$ cat config.mk
export PLATFORM = sky130hd
export DESIGN_NAME = simd_writeback
export DESIGN_NICKNAME = d
export VERILOG_FILES = /design/src/hdl/simd_pkg.sv /design/src/hdl/simd_writeback.sv
export SDC_FILE = /design/constraint.sdc
export NUM_CORES = 1
export LEC_CHECK = 0
export BUFFER_PORTS_ARGS = -buffer_cell sky130_fd_sc_hd__buf_4
export CAP_MARGIN = 20
export CORE_AREA = 2 2 410 412
export DETAILED_ROUTE_END_ITERATION = 10
export DIE_AREA = 0 0 412 414
export PLACE_DENSITY = 0.3
export SYNTH_ARGS = -nofsm -noshare
export SYNTH_HDL_FRONTEND = slang
export SYNTH_SLANG_ARGS = --single-unit
$ cat constraint.sdc
create_clock -name vclk -period 4.2
set_input_delay 0.42 -clock vclk [all_inputs]
set_output_delay 0.42 -clock vclk [all_outputs]
set_load 0.02 [all_outputs]
$ cat src/hdl/simd_pkg.sv
// Vector unit widths, element and op enums, uop control and payload structs
`default_nettype none

package simd_pkg;

    localparam int VLEN   = 128;
    localparam int ELEN   = 64;
    localparam int MASK_W = VLEN / 8;  // One bit per byte element

    typedef logic [VLEN-1:0]   vreg_t;
    typedef logic [ELEN-1:0]   xlen_t;
    typedef logic [4:0]        vl_t;     // 0 to VLEN/8 elements
    typedef logic [7:0]        avl_t;
    typedef logic [MASK_W-1:0] mask_t;
    typedef logic [4:0]        reg_idx_t;

    // Encoding is log2 of the element width in bytes
    typedef enum logic [1:0] {
        SEW_8  = 2'd0,
        SEW_16 = 2'd1,
        SEW_32 = 2'd2,
        SEW_64 = 2'd3
    } sew_t;

    typedef enum logic [1:0] {
        SRC_VV = 2'd0,
        SRC_VX = 2'd1,
        SRC_VI = 2'd2
    } src_t;

    typedef enum logic [2:0] {
        OP_VADD    = 3'd0,
        OP_VSUB    = 3'd1,
        OP_VAND    = 3'd2,
        OP_VOR     = 3'd3,
        OP_VXOR    = 3'd4,
        OP_VMUL    = 3'd5,
        OP_VMV_X_S = 3'd6
    } op_t;

    typedef struct packed {
        op_t      op;
        sew_t     sew;
        vl_t      vl;        // Captured at issue
        logic     use_mask;
        mask_t    mask;
        reg_idx_t dest;
        vreg_t    old_vd;
    } uop_ctrl_t;

    typedef struct packed {
        uop_ctrl_t ctrl;
        vreg_t     result;
    } uop_t;

endpackage

`default_nettype wire
$ cat src/hdl/simd_writeback.sv
// Completion select, mask merge, tail fill, scalar extract and output valids
`timescale 1ns/1ns
`default_nettype none

module simd_writeback (
    input  logic                 alu_valid_i,
    input  simd_pkg::uop_t       alu_uop_i,
    input  logic                 narrow_valid_i,
    input  simd_pkg::uop_t       narrow_uop_i,
    input  logic                 wide_valid_i,
    input  simd_pkg::uop_t       wide_uop_i,
    output logic                 vec_valid_o,
    output logic                 scalar_valid_o,
    output simd_pkg::reg_idx_t   wb_dest_o,
    output simd_pkg::vreg_t      vec_data_o,
    output simd_pkg::xlen_t      scalar_data_o
);

    simd_pkg::uop_t  sel_uop;
    logic            sel_valid;
    logic            is_scalar;
    simd_pkg::vreg_t res;
    simd_pkg::vreg_t old_vd;
    simd_pkg::vreg_t merged;
    simd_pkg::xlen_t elem0;

    // Deepest pipe wins on a collision
    assign sel_uop = wide_valid_i   ? wide_uop_i   :
                     narrow_valid_i ? narrow_uop_i : alu_uop_i;

    assign sel_valid = alu_valid_i || narrow_valid_i || wide_valid_i;
    assign is_scalar = (sel_uop.ctrl.op == simd_pkg::OP_VMV_X_S);
    assign res       = sel_uop.result;
    assign old_vd    = sel_uop.ctrl.old_vd;

    // Walk bytes and map each to its element index for mask and tail
    always_comb begin
        int idx;
        merged = '1;
        for (int i = 0; i < simd_pkg::VLEN/8; i++) begin
            idx = i >> sel_uop.ctrl.sew;
            if (idx < int'(sel_uop.ctrl.vl)) begin
                if (sel_uop.ctrl.use_mask && !sel_uop.ctrl.mask[idx]) begin
                    merged[i*8 +: 8] = old_vd[i*8 +: 8];   // Masked off
                end else begin
                    merged[i*8 +: 8] = res[i*8 +: 8];
                end
            end
        end
    end

    // Element 0 sign extended to scalar width
    always_comb begin
        case (sel_uop.ctrl.sew)
            simd_pkg::SEW_8:  elem0 = {{56{res[7]}}, res[7:0]};
            simd_pkg::SEW_16: elem0 = {{48{res[15]}}, res[15:0]};
            simd_pkg::SEW_32: elem0 = {{32{res[31]}}, res[31:0]};
            default:          elem0 = res[63:0];
        endcase
    end

    assign vec_valid_o    = sel_valid && !is_scalar && (sel_uop.ctrl.vl != '0);
    assign scalar_valid_o = sel_valid && is_scalar;
    assign wb_dest_o      = sel_uop.ctrl.dest;
    assign vec_data_o     = merged;
    assign scalar_data_o  = elem0;

endmodule

`default_nettype wire

## Yosys cells after proc, flatten, opt, wreduce, memory -nomap -nowiden

Cells that the tools add are included.

- Multiplexer cells: 83
- $lt $le $gt $ge: 32
- Shift-type cells: 16
- Reduce and logical (&&, ||, !) cells: 40
- Equality and inequality tests: 3

Operators with widths:

| kind | count |
|---|---|
| $mux W288 | 2 |
| $lt A32 B6 Y1 | 16 |
| $lt A32 B6 Y1 const B | 16 |
| $mux W8 | 32 |
| $shr A4 B2 Y32 const A | 8 |
| $pmux W64 S3 | 1 |
| $shr A3 B2 Y32 const A | 4 |
| $bmux W1 S4 | 16 |
| $shr A1 B2 Y32 const A | 2 |
| $shr A2 B2 Y32 const A | 2 |
| $mux W1 | 32 |
| $logic_and A1 B1 Y1 | 19 |
| $logic_not A1 Y1 | 17 |
| $reduce_bool A5 Y1 | 1 |
| $eq A3 B3 Y1 const B | 1 |
| $eq A2 B1 Y1 const B | 1 |
| $eq A2 B2 Y1 const B | 1 |
| $logic_not A2 Y1 | 1 |
| $logic_or A1 B1 Y1 | 2 |

- Output and inout bits: 199
- Register bits after elaboration: 0
- Input port bits: 867
- Word-level logic and storage cells: 174

## Depth between registers and ports, before layout

Gate-level depths: netlist (run 1).

- Word-level depth: 10
- Mapped depth: 13
- Mapped depth without buffers: 10

## Least setup slack after synthesis (run 1)

Ideal clock, no wire load.

- Path kind: in2out
- Start point: in narrow_valid_i
- End point: out vec_data_o[64]
- Path buffers: 3
- Path slack: 0.288 ns
- Arrival time: 3.492 ns
- Stages: 11
- Cell sequence: buf_6 mux2_2 o21ai_4 inv_1 ha_1 clkbuf_1 clkbuf_1 o211ai_1 o211a_1 o31a_1 o311ai_0

- Longest elaborated chain between the ends: 10
- Elaborated cells on any way between the ends: 11

RTL lines:

| what | line | text |
|---|---|---|
| start, declared | simd_writeback.sv:8 | `input logic narrow_valid_i,` |
| $mux W288 * | simd_writeback.sv:29 | `narrow_valid_i ? narrow_uop_i : alu_uop_i;` |
| $mux W288 * | simd_writeback.sv:28 | `assign sel_uop = wide_valid_i ? wide_uop_i :` |
| $shr A4 B2 Y32 | simd_writeback.sv:41 | `idx = i >> sel_uop.ctrl.sew;` |
| $bmux W1 S4 | simd_writeback.sv:43 | `if (sel_uop.ctrl.use_mask && !sel_uop.ctrl.mask[idx]) begin` |
| $mux W1 (not written as such) (2 in series) | simd_writeback.sv:43 |  |
| $logic_not A1 Y1 | simd_writeback.sv:43 |  |
| $logic_and A1 B1 Y1 | simd_writeback.sv:43 |  |
| $mux W8 | simd_writeback.sv:43 |  |
| $mux W8 * | simd_writeback.sv:42 | `if (idx < int'(sel_uop.ctrl.vl)) begin` |
| end, declared | simd_writeback.sv:15 | `output simd_pkg::vreg_t vec_data_o,` |

Every way passes the cells marked *; elsewhere a longest branch is shown, timed or not. The select of a mux whose other input is x is not followed.

## Final worst setup path (run 1)

- Start point: in narrow_valid_i
- End point: out scalar_data_o[63]

- Longest elaborated chain between the ends: 4
- Elaborated cells on any way between the ends: 6

RTL lines:

| what | line | text |
|---|---|---|
| $mux W288 * | simd_writeback.sv:29 |  |
| $mux W288 * | simd_writeback.sv:28 |  |
| $eq A2 B2 Y1 (tied with other cells) | simd_writeback.sv:54 | `case (sel_uop.ctrl.sew)` |
| $pmux W64 S3 * | simd_writeback.sv:54 |  |
| end, declared | simd_writeback.sv:16 | `output simd_pkg::xlen_t scalar_data_o` |

Every way passes the cells marked *; elsewhere a longest branch is shown, timed or not.

==> metrics.md, run 1 <==
| Metric | Value |
|---|---|
| Outcome | finished clean |
| Post-synth top area cell | mux2i_1 |
| Setup-failing EPs final | 0 |
| First-pass detailed-route iteration total | 5 |
| Avg Cell Area, Syn | ~7 µm² |
| Largest family of logic cells by synthesized area | multiplexers |
| Vias post-DR | 17,300 |
| Most used cell, CP | buf_4 |
| Fin. max-slew vios | 0 |
| Sequential power share | 0 |
| Sequential cell area | 0 µm² |
| Worst Path Max Fanout | 32 |
| Period utilization | 0.966 |
| Starting DRT DRC Count | 1,109 |
| Number of global-route vias before repair | between 15,000 and 20,000 |
| First-pass GRT wire length | roughly 170,000 µm |
| Seq Cell Count | 0 |
| All-Layer GR Usage | 0.150 |
| Critical-path cell list | buf_8 -> buf_4 -> buf_4 -> mux2_2 -> mux2i_1 -> o2bb2ai_1 -> nand2_1 -> o31ai_4 -> buf_4 -> a21o_1 -> buf_4 |
| CP Launch Type | primary input |
| Wire per inst | around 28 µm |
| Peak supply drop | between 0.04 and 0.05 mV |
| Residual DRC count | 0 |
| Slowest-stage cell, CP | mux2i_1 |
| Post-synthesis sequential area ratio | 0 |
| Synth Area in Compound Gates | 0.354 |
| Top cells by area, synth | mux2i_1 (28%), o21ai_0 (7.5%), nand2_1 (7.2%), mux4_2 (6.5%), nor2_1 (4.8%) |
| Final cell count without fillers | around 4,800 |
| Count of distinct cell types in the synthesized netlist | between 60 and 70 |
| NetSw | between 2 and 3 mW |
| Row cnt | 150 |
| Max-slew headroom | 0.283 |
| Max-Cap Viols | 0 |
| Final ANT Viol Nets | 0 |
| Initial antenna violation count | 45 |
| Core Area | ~170,000 µm² |
| Fin. Hold Viols | 0 |
| Switching Share | 0.572 |
| Die height | just over 400 µm |
| Port Buffers | approximately 1,100 |
| Starting Density | 0.0642 |
| Die width | between 400 and 500 µm |
| WP data arrival | 3.64 ns |
| Worst-Margin Slew | approximately 1.1 ns |
| Fmax | 246 MHz |
| Critical path class | in -> out |
| HP Class | in -> out |
| Total gr overflow | 0 |
| CP Capture Type | primary output |
| Routed WL | roughly 140,000 µm |
| Largest net degree at the start of global routing | 155 |
| Synth top area share | 0.278 |
| Setup TNS | 0 ns |
| Unrepaired setup endpoints after global routing | false |
| Area delta synth->final | 110% |
| Clock Buffer Count | 0 |
| Synthesized area | approximately 11,000 µm² |
| Comb power frac | 1.000 |
| Via/cell ratio | 3.59 |
| Hold depth | 4 |
| GPL Wtd Cong | ~0.9 |
| Hold-fix buffers at CTS | 0 |
| Fin area | ~22,000 µm² |
| Critical path required time | around 3.8 ns |
| Setup Buffers After CTS | 0 |
| Io pins | about 1,100 |
| Adder-cell share of the synthesized area | 0.0141 |
| Worst setup margin | approximately 0.14 ns |
| Die area | 171,000 µm² |
| Xor/xnor share of the synthesized area | 0 |
| Layout cell share with drive strength beyond 1 | 0.516 |
| Worst Setup EP | scalar_data_o[63] |
| Final-stage net count | between 3,000 and 4,000 |
| Total Power | roughly 4.4 mW |
| Post-layout util | 0.135 |
| Dpl hpwl | 121,000 µm |
| Multiplexer area fraction after synthesis | 0.388 |
| Leakage Power | around 10 nW |
| Cells after synthesis | roughly 1,500 |
| Cell Area, Placed | 22,300 µm² |
| Mapped Nets | around 2,400 |
| Tmin final | approximately 4.1 ns |
| P_int | between 1.5 and 2 mW |
| Place WS | about 0.049 ns |
| Warnings, synthesis | 0 |
| Power per cell area | ~200 nW/µm² |
| Hold_ws | between 1 and 1.5 ns |
| Synth Area in Simple Gates | 0.169 |
| Placed cells | ~4,800 |
| Clock Power Share | 0 |
| Worst setup startpoint | narrow_valid_i |
| Slowest stage delay, CP | between 0.5 and 0.6 ns |
## power by group through the flow
stage / Sequential, mW / Combinational (mW) / Clock (mW)
4_1_cts: 0 / 4.49 / 0
2_1_floorplan: 0 / 1.88 / 0
3_5_place_dp: 0 / 4.47 / 0
3_3_place_gp: 0 / 4.48 / 0
6_report: 0 / 4.39 / 0.0000000443
5_1_grt: 0 / 4.67 / 0.0000000958
## worst min-delay path by stage
| stage | to | from | slack [ns] |
|---|---|---|---|
| after floorplan | scalar_valid_o | alu_valid_i | 1.08 |
| after global placement | wb_dest_o[0] | wide_uop_i[256] | 1.15 |
| after detailed placement | wb_dest_o[0] | wide_uop_i[256] | 1.16 |
| after CTS | wb_dest_o[0] | wide_uop_i[256] | 1.16 |
| after global routing | wb_dest_o[3] | wide_uop_i[259] | 1.19 |
| final | wb_dest_o[0] | wide_uop_i[256] | 1.15 |
## area by class of cell
cell class | instances | area (µm²)
Tap cell | 2204 | 2760
Timing Repair Buffer | 1235 | 9540
Antenna cell | 8 | 20.0
Multi-Input combinational cell | 1355 | 9990
Inverter | 16 | 67.6
Fill cell | 19500 | 144000
## synth_stat cells (all sizes together), types with 3 or more instances
library cell  instances
clkbuf               77
nand3                14
inv                  15
a221oi               32
o221ai               32
or3b                 16
a21oi                81
nor3                  5
o211ai               64
mux2                 31
mux4                 31
nand2               205
o21a                  4
nor2                137
a211o                 9
nand2b               17
or3                   8
a2111oi              16
a31oi                20
o311ai               17
buf                  80
mux2i               303
o31ai                 4
ha                   12
o2111ai              29
o21ai               175
nor4                  9
a21o                 57
o22ai                 3
## worst max-delay path: cells and delay by family
kind | cells | cell delay [ns]
mux | 2 | 0.95
compound gates | 3 | 0.72
simple gates | 1 | 0.26
buf+inv | 5 | 1.24
## cell families after synthesis
kind of cell | Yosys count
buffers and inverters | 173
AND/OR/NAND/NOR | 418
adder cells (fa/ha/maj) | 12
multiplexers | 365
AO/OA/AOI/OAI | 560
## placed cells by master, fill, tap and decap left out, types with 3 or more instances in the layout
| cell | n |
|---|---|
| nand3_1 | 14 |
| o21a_1 | 3 |
| o221ai_1 | 32 |
| or3b_1 | 4 |
| mux4_2 | 31 |
| nand2b_1 | 17 |
| or3b_2 | 12 |
| a2111oi_0 | 16 |
| o2111ai_1 | 29 |
| mux2_4 | 7 |
| o21ai_2 | 4 |
| o211ai_1 | 64 |
| a221oi_1 | 32 |
| nor4_1 | 8 |
| nand2_1 | 205 |
| a21oi_2 | 4 |
| a31oi_1 | 20 |
| a21o_1 | 57 |
| a21oi_1 | 76 |
| o21ai_0 | 158 |
| ha_1 | 11 |
| buf_4 | 1213 |
| mux2i_1 | 294 |
| or3_1 | 8 |
| o31ai_1 | 3 |
| o311ai_0 | 15 |
| nor2_1 | 135 |
| mux2i_2 | 5 |
| a211o_1 | 9 |
| mux2i_4 | 4 |
| o22ai_1 | 3 |
| diode_2 | 8 |
| mux2_2 | 24 |
| inv_1 | 12 |
| o21ai_1 | 12 |
| buf_12 | 20 |
## layer usage
metal | GRT usage | wire length (µm)
met1 | 0.201 | 60900
met2 | 0.265 | 66900
met3 | 0.0214 | 7230
met4 | 0.00847 | 1170
met5 | 0 | 113
## timing repair
action / CTS / global route
hold endpoints to repair: 0 / 0
endpoints found under the setup margin: 0 / 1
gates resized for setup: 0 / 1
No activity file was read; power rests on OpenSTA's default activity.
==> run 2: changes to the inputs <==
--- a/config.mk
+++ b/config.mk
@@ -7,9 +7,10 @@
 export LEC_CHECK = 0
 export BUFFER_PORTS_ARGS = -buffer_cell sky130_fd_sc_hd__buf_4
 export CAP_MARGIN = 20
-export CORE_AREA = 2 2 410 412
+export CORE_AREA = 5 5 413 415
 export DETAILED_ROUTE_END_ITERATION = 10
-export DIE_AREA = 0 0 412 414
+export DIE_AREA = 0 0 418 420
+export GPL_TIMING_DRIVEN = 0
 export PLACE_DENSITY = 0.3
 export SYNTH_ARGS = -nofsm -noshare
 export SYNTH_HDL_FRONTEND = slang
==> run 2 against run 1 <==
  * Sequential share of layout area stayed put
  * Clock-buffer cell count stayed put
  * First-iteration DRC count is 33% higher
  * Via count is 4.9% higher
  * Cell count is 0.89% higher
  * Flip-flop and latch count stayed put
  * Combinational power is 6.6% higher
  * Critical path type unchanged
  * Highest routed layer unchanged
==> metrics.md, run 2 (synthesis results as in run 1) <==
| Metric | Value |
|---|---|
| All-Layer GR Usage | 0.176 (+0.0258) |
| Core Area | 166,000 µm² (unchanged) |
| Io pins | 1,066 (unchanged) |
| Leakage Power | 10.5 nW (-0.18%) |
| Critical path class | in -> out |
| Layout cell share with drive strength beyond 1 | 0.516 (about the same) |
| Most frequent cells in the layout | buf_4 (1,112), mux2i_1 (286), nand2_1 (204) |
| Hold Path Origin | alu_valid_i |
| Largest net degree at the start of global routing | 20 (-87%) |
| Critical path required time | 3.78 ns (about the same) |
| Placed cells | 4,820 (+0.21%) |
| Seq Cell Count | 0 (unchanged) |
| Max-slew headroom | 0.352 (+0.0690) |
| Worst-Margin Slew | 0.945 ns (-0.119 ns) |
| Die width | 418 µm (+1.5%) |
| Power per cell area | 207 nW/µm² (+5.5%) |
| Port Buffers | 1,066 (unchanged) |
| Starting DRT DRC Count | 1,480 (+33%) |
| Sequential power share | 0 (unchanged) |
| Starting Density | 0.0642 (unchanged) |
| Fin. max-slew vios | 0 (unchanged) |
| NetSw | 2.79 mW (+11%) |
| Unrepaired setup endpoints after global routing | false |
| Post-layout util | 0.136 (+0.00141) |
| Dpl hpwl | 150,000 µm (+24%) |
| Max-Cap Viols | 0 (unchanged) |
| CP bufs+invs | 6 (+1) |
| Clock Buffer Count | 0 (unchanged) |
| Period utilization | 0.975 (+0.00860) |
| Die height | 420 µm (+1.4%) |
| P_int | 1.89 mW (+0.59%) |
| Area delta synth->final | 112% |
| Comb power frac | 1.000 (about the same) |
| Total gr overflow | 0 (unchanged) |
| Fillers | 19,500 (-0.40%) |
| Via/cell ratio | 3.73 (+3.9%) |
| Final-stage net count | 3,523 (+1.0%) |
| Wire per inst | 34.1 µm (+21%) |
| Cell Area, Placed | 21,800 µm² (-2.6%) |
| Final cell count without fillers | 4,861 (+0.89%) |
| Most common cell after layout, fill and taps aside | buf_4 |
| CP Launch Type | primary input |
| Vias post-DR | 18,100 (+4.9%) |
| First-pass detailed-route iteration total | 5 (unchanged) |
| Total Power | 4.68 mW (+6.6%) |
| GPL Wtd Cong | 0.908 (+1.2%) |
| Die area | 176,000 µm² (+2.9%) |
| Final ANT Viol Nets | 0 (unchanged) |
| HP Class | in -> out |
| Slowest stage delay, CP | 0.64 ns (+0.08 ns) |
| Row cnt | 150 (unchanged) |
| Critical-path cell list | buf_4 -> inv_2 -> buf_2 -> mux2i_2 -> buf_2 -> ha_1 -> a21oi_1 -> o21ai_1 -> buf_6 -> a221oi_1 -> mux2i_1 -> buf_4 |
| Fmax | 244 MHz (-0.88%) |
| Peak supply drop | 0.0562 mV (+19%) |
| Clock Power Share | 0 (unchanged) |
| Sequential cell area | 0 µm² (unchanged) |
| First-pass GRT wire length | 203,000 µm (+17%) |
| Outcome | finished clean |
| Initial antenna violation count | 69 (+53%) |
| CP Capture Type | primary output |
| Number of global-route vias before repair | 18,300 (+4.6%) |
| Tmin final | 4.09 ns (+0.0361 ns) |
| Routed WL | 166,000 µm (+22%) |
| Worst Path Max Fanout | 16 (-50%) |
| Slowest-stage cell, CP | mux2i_2 |
| Cell family with the largest share of critical-path delay | buffers and inverters |
| Setup-failing EPs final | 0 (unchanged) |
| Multi-input logic area | 10,200 µm² (+2.0%) |
| Residual DRC count | 0 (unchanged) |
| WP data arrival | 3.67 ns (+0.03 ns) |
| Fin. Hold Viols | 0 (unchanged) |
| Switching Share | 0.597 (+0.0242) |
| Hold-fix buffers at CTS | 0 (unchanged) |
| Worst setup startpoint | wide_valid_i |
| Fin area | 22,600 µm² (+1.0%) |
[run 2: changes by cell type in the layout (fill, tap and decap cells not counted), moves of 10 or more]
cell,change
buf_6,+16
buf_2,+34
clkbuf_2,+20
buf_4,-101
clkbuf_1,+47
buf_8,+10
[run 2: timing repair]
item	in CTS	in global routing
setup buffers	33	1
cloned	1	0
gates resized for setup	134	27
setup endpoints to repair	197	70
pin swaps	14	2
[run 2: area by class of cell]
cell class / instances / area share
plain buffers: 149 / 0.0385
multi-input cells: 1356 / 0.451
repair buffers: 1121 / 0.384
well taps: 2204 / 0.122
diodes: 15 / 0.00166
inverters: 16 / 0.00321
[run 2: power by group through the flow]
stage          registers, mW  clock network, mW  logic (mW)
6_report                   0        0.000000301        4.68
5_1_grt                    0       0.0000000973        4.92
4_1_cts                    0                  0        4.75
3_5_place_dp               0                  0        4.52
3_3_place_gp               0                  0        4.46
2_1_floorplan              0                  0        1.88
[run 2: final timing paths]
| check | end | cells after the start |
|---|---|---|
| worst max-delay path | vec_data_o[92] | 12 |
| worst min-delay path | scalar_valid_o | 4 |
[run 2: metrics by stage]
| stage | hold WS [ns] | setup TNS (ns) | setup WS, ns |
|---|---|---|---|
| after floorplan | 1.08 | 0 | 0.288 |
| after global placement | 1.21 | -216.21 | -1.97 |
| after detailed placement | 1.20 | -132.87 | -1.26 |
| after CTS | 1.20 | 0 | 0.00335 |
| after global routing | 1.23 | 0 | 0.00391 |
| final | 1.20 | 0 | 0.105 |
[run 2: layer usage]
metal	part of all wire	GRT usage	vias up	wire length, µm
li1	-	-	8158	-
met1	0.43	0.229	9113	71300
met2	0.49	0.311	753	82100
met3	0.066	0.0388	96	10900
met4	0.0086	0.0105	28	1430
met5	0.0010	0	-	166
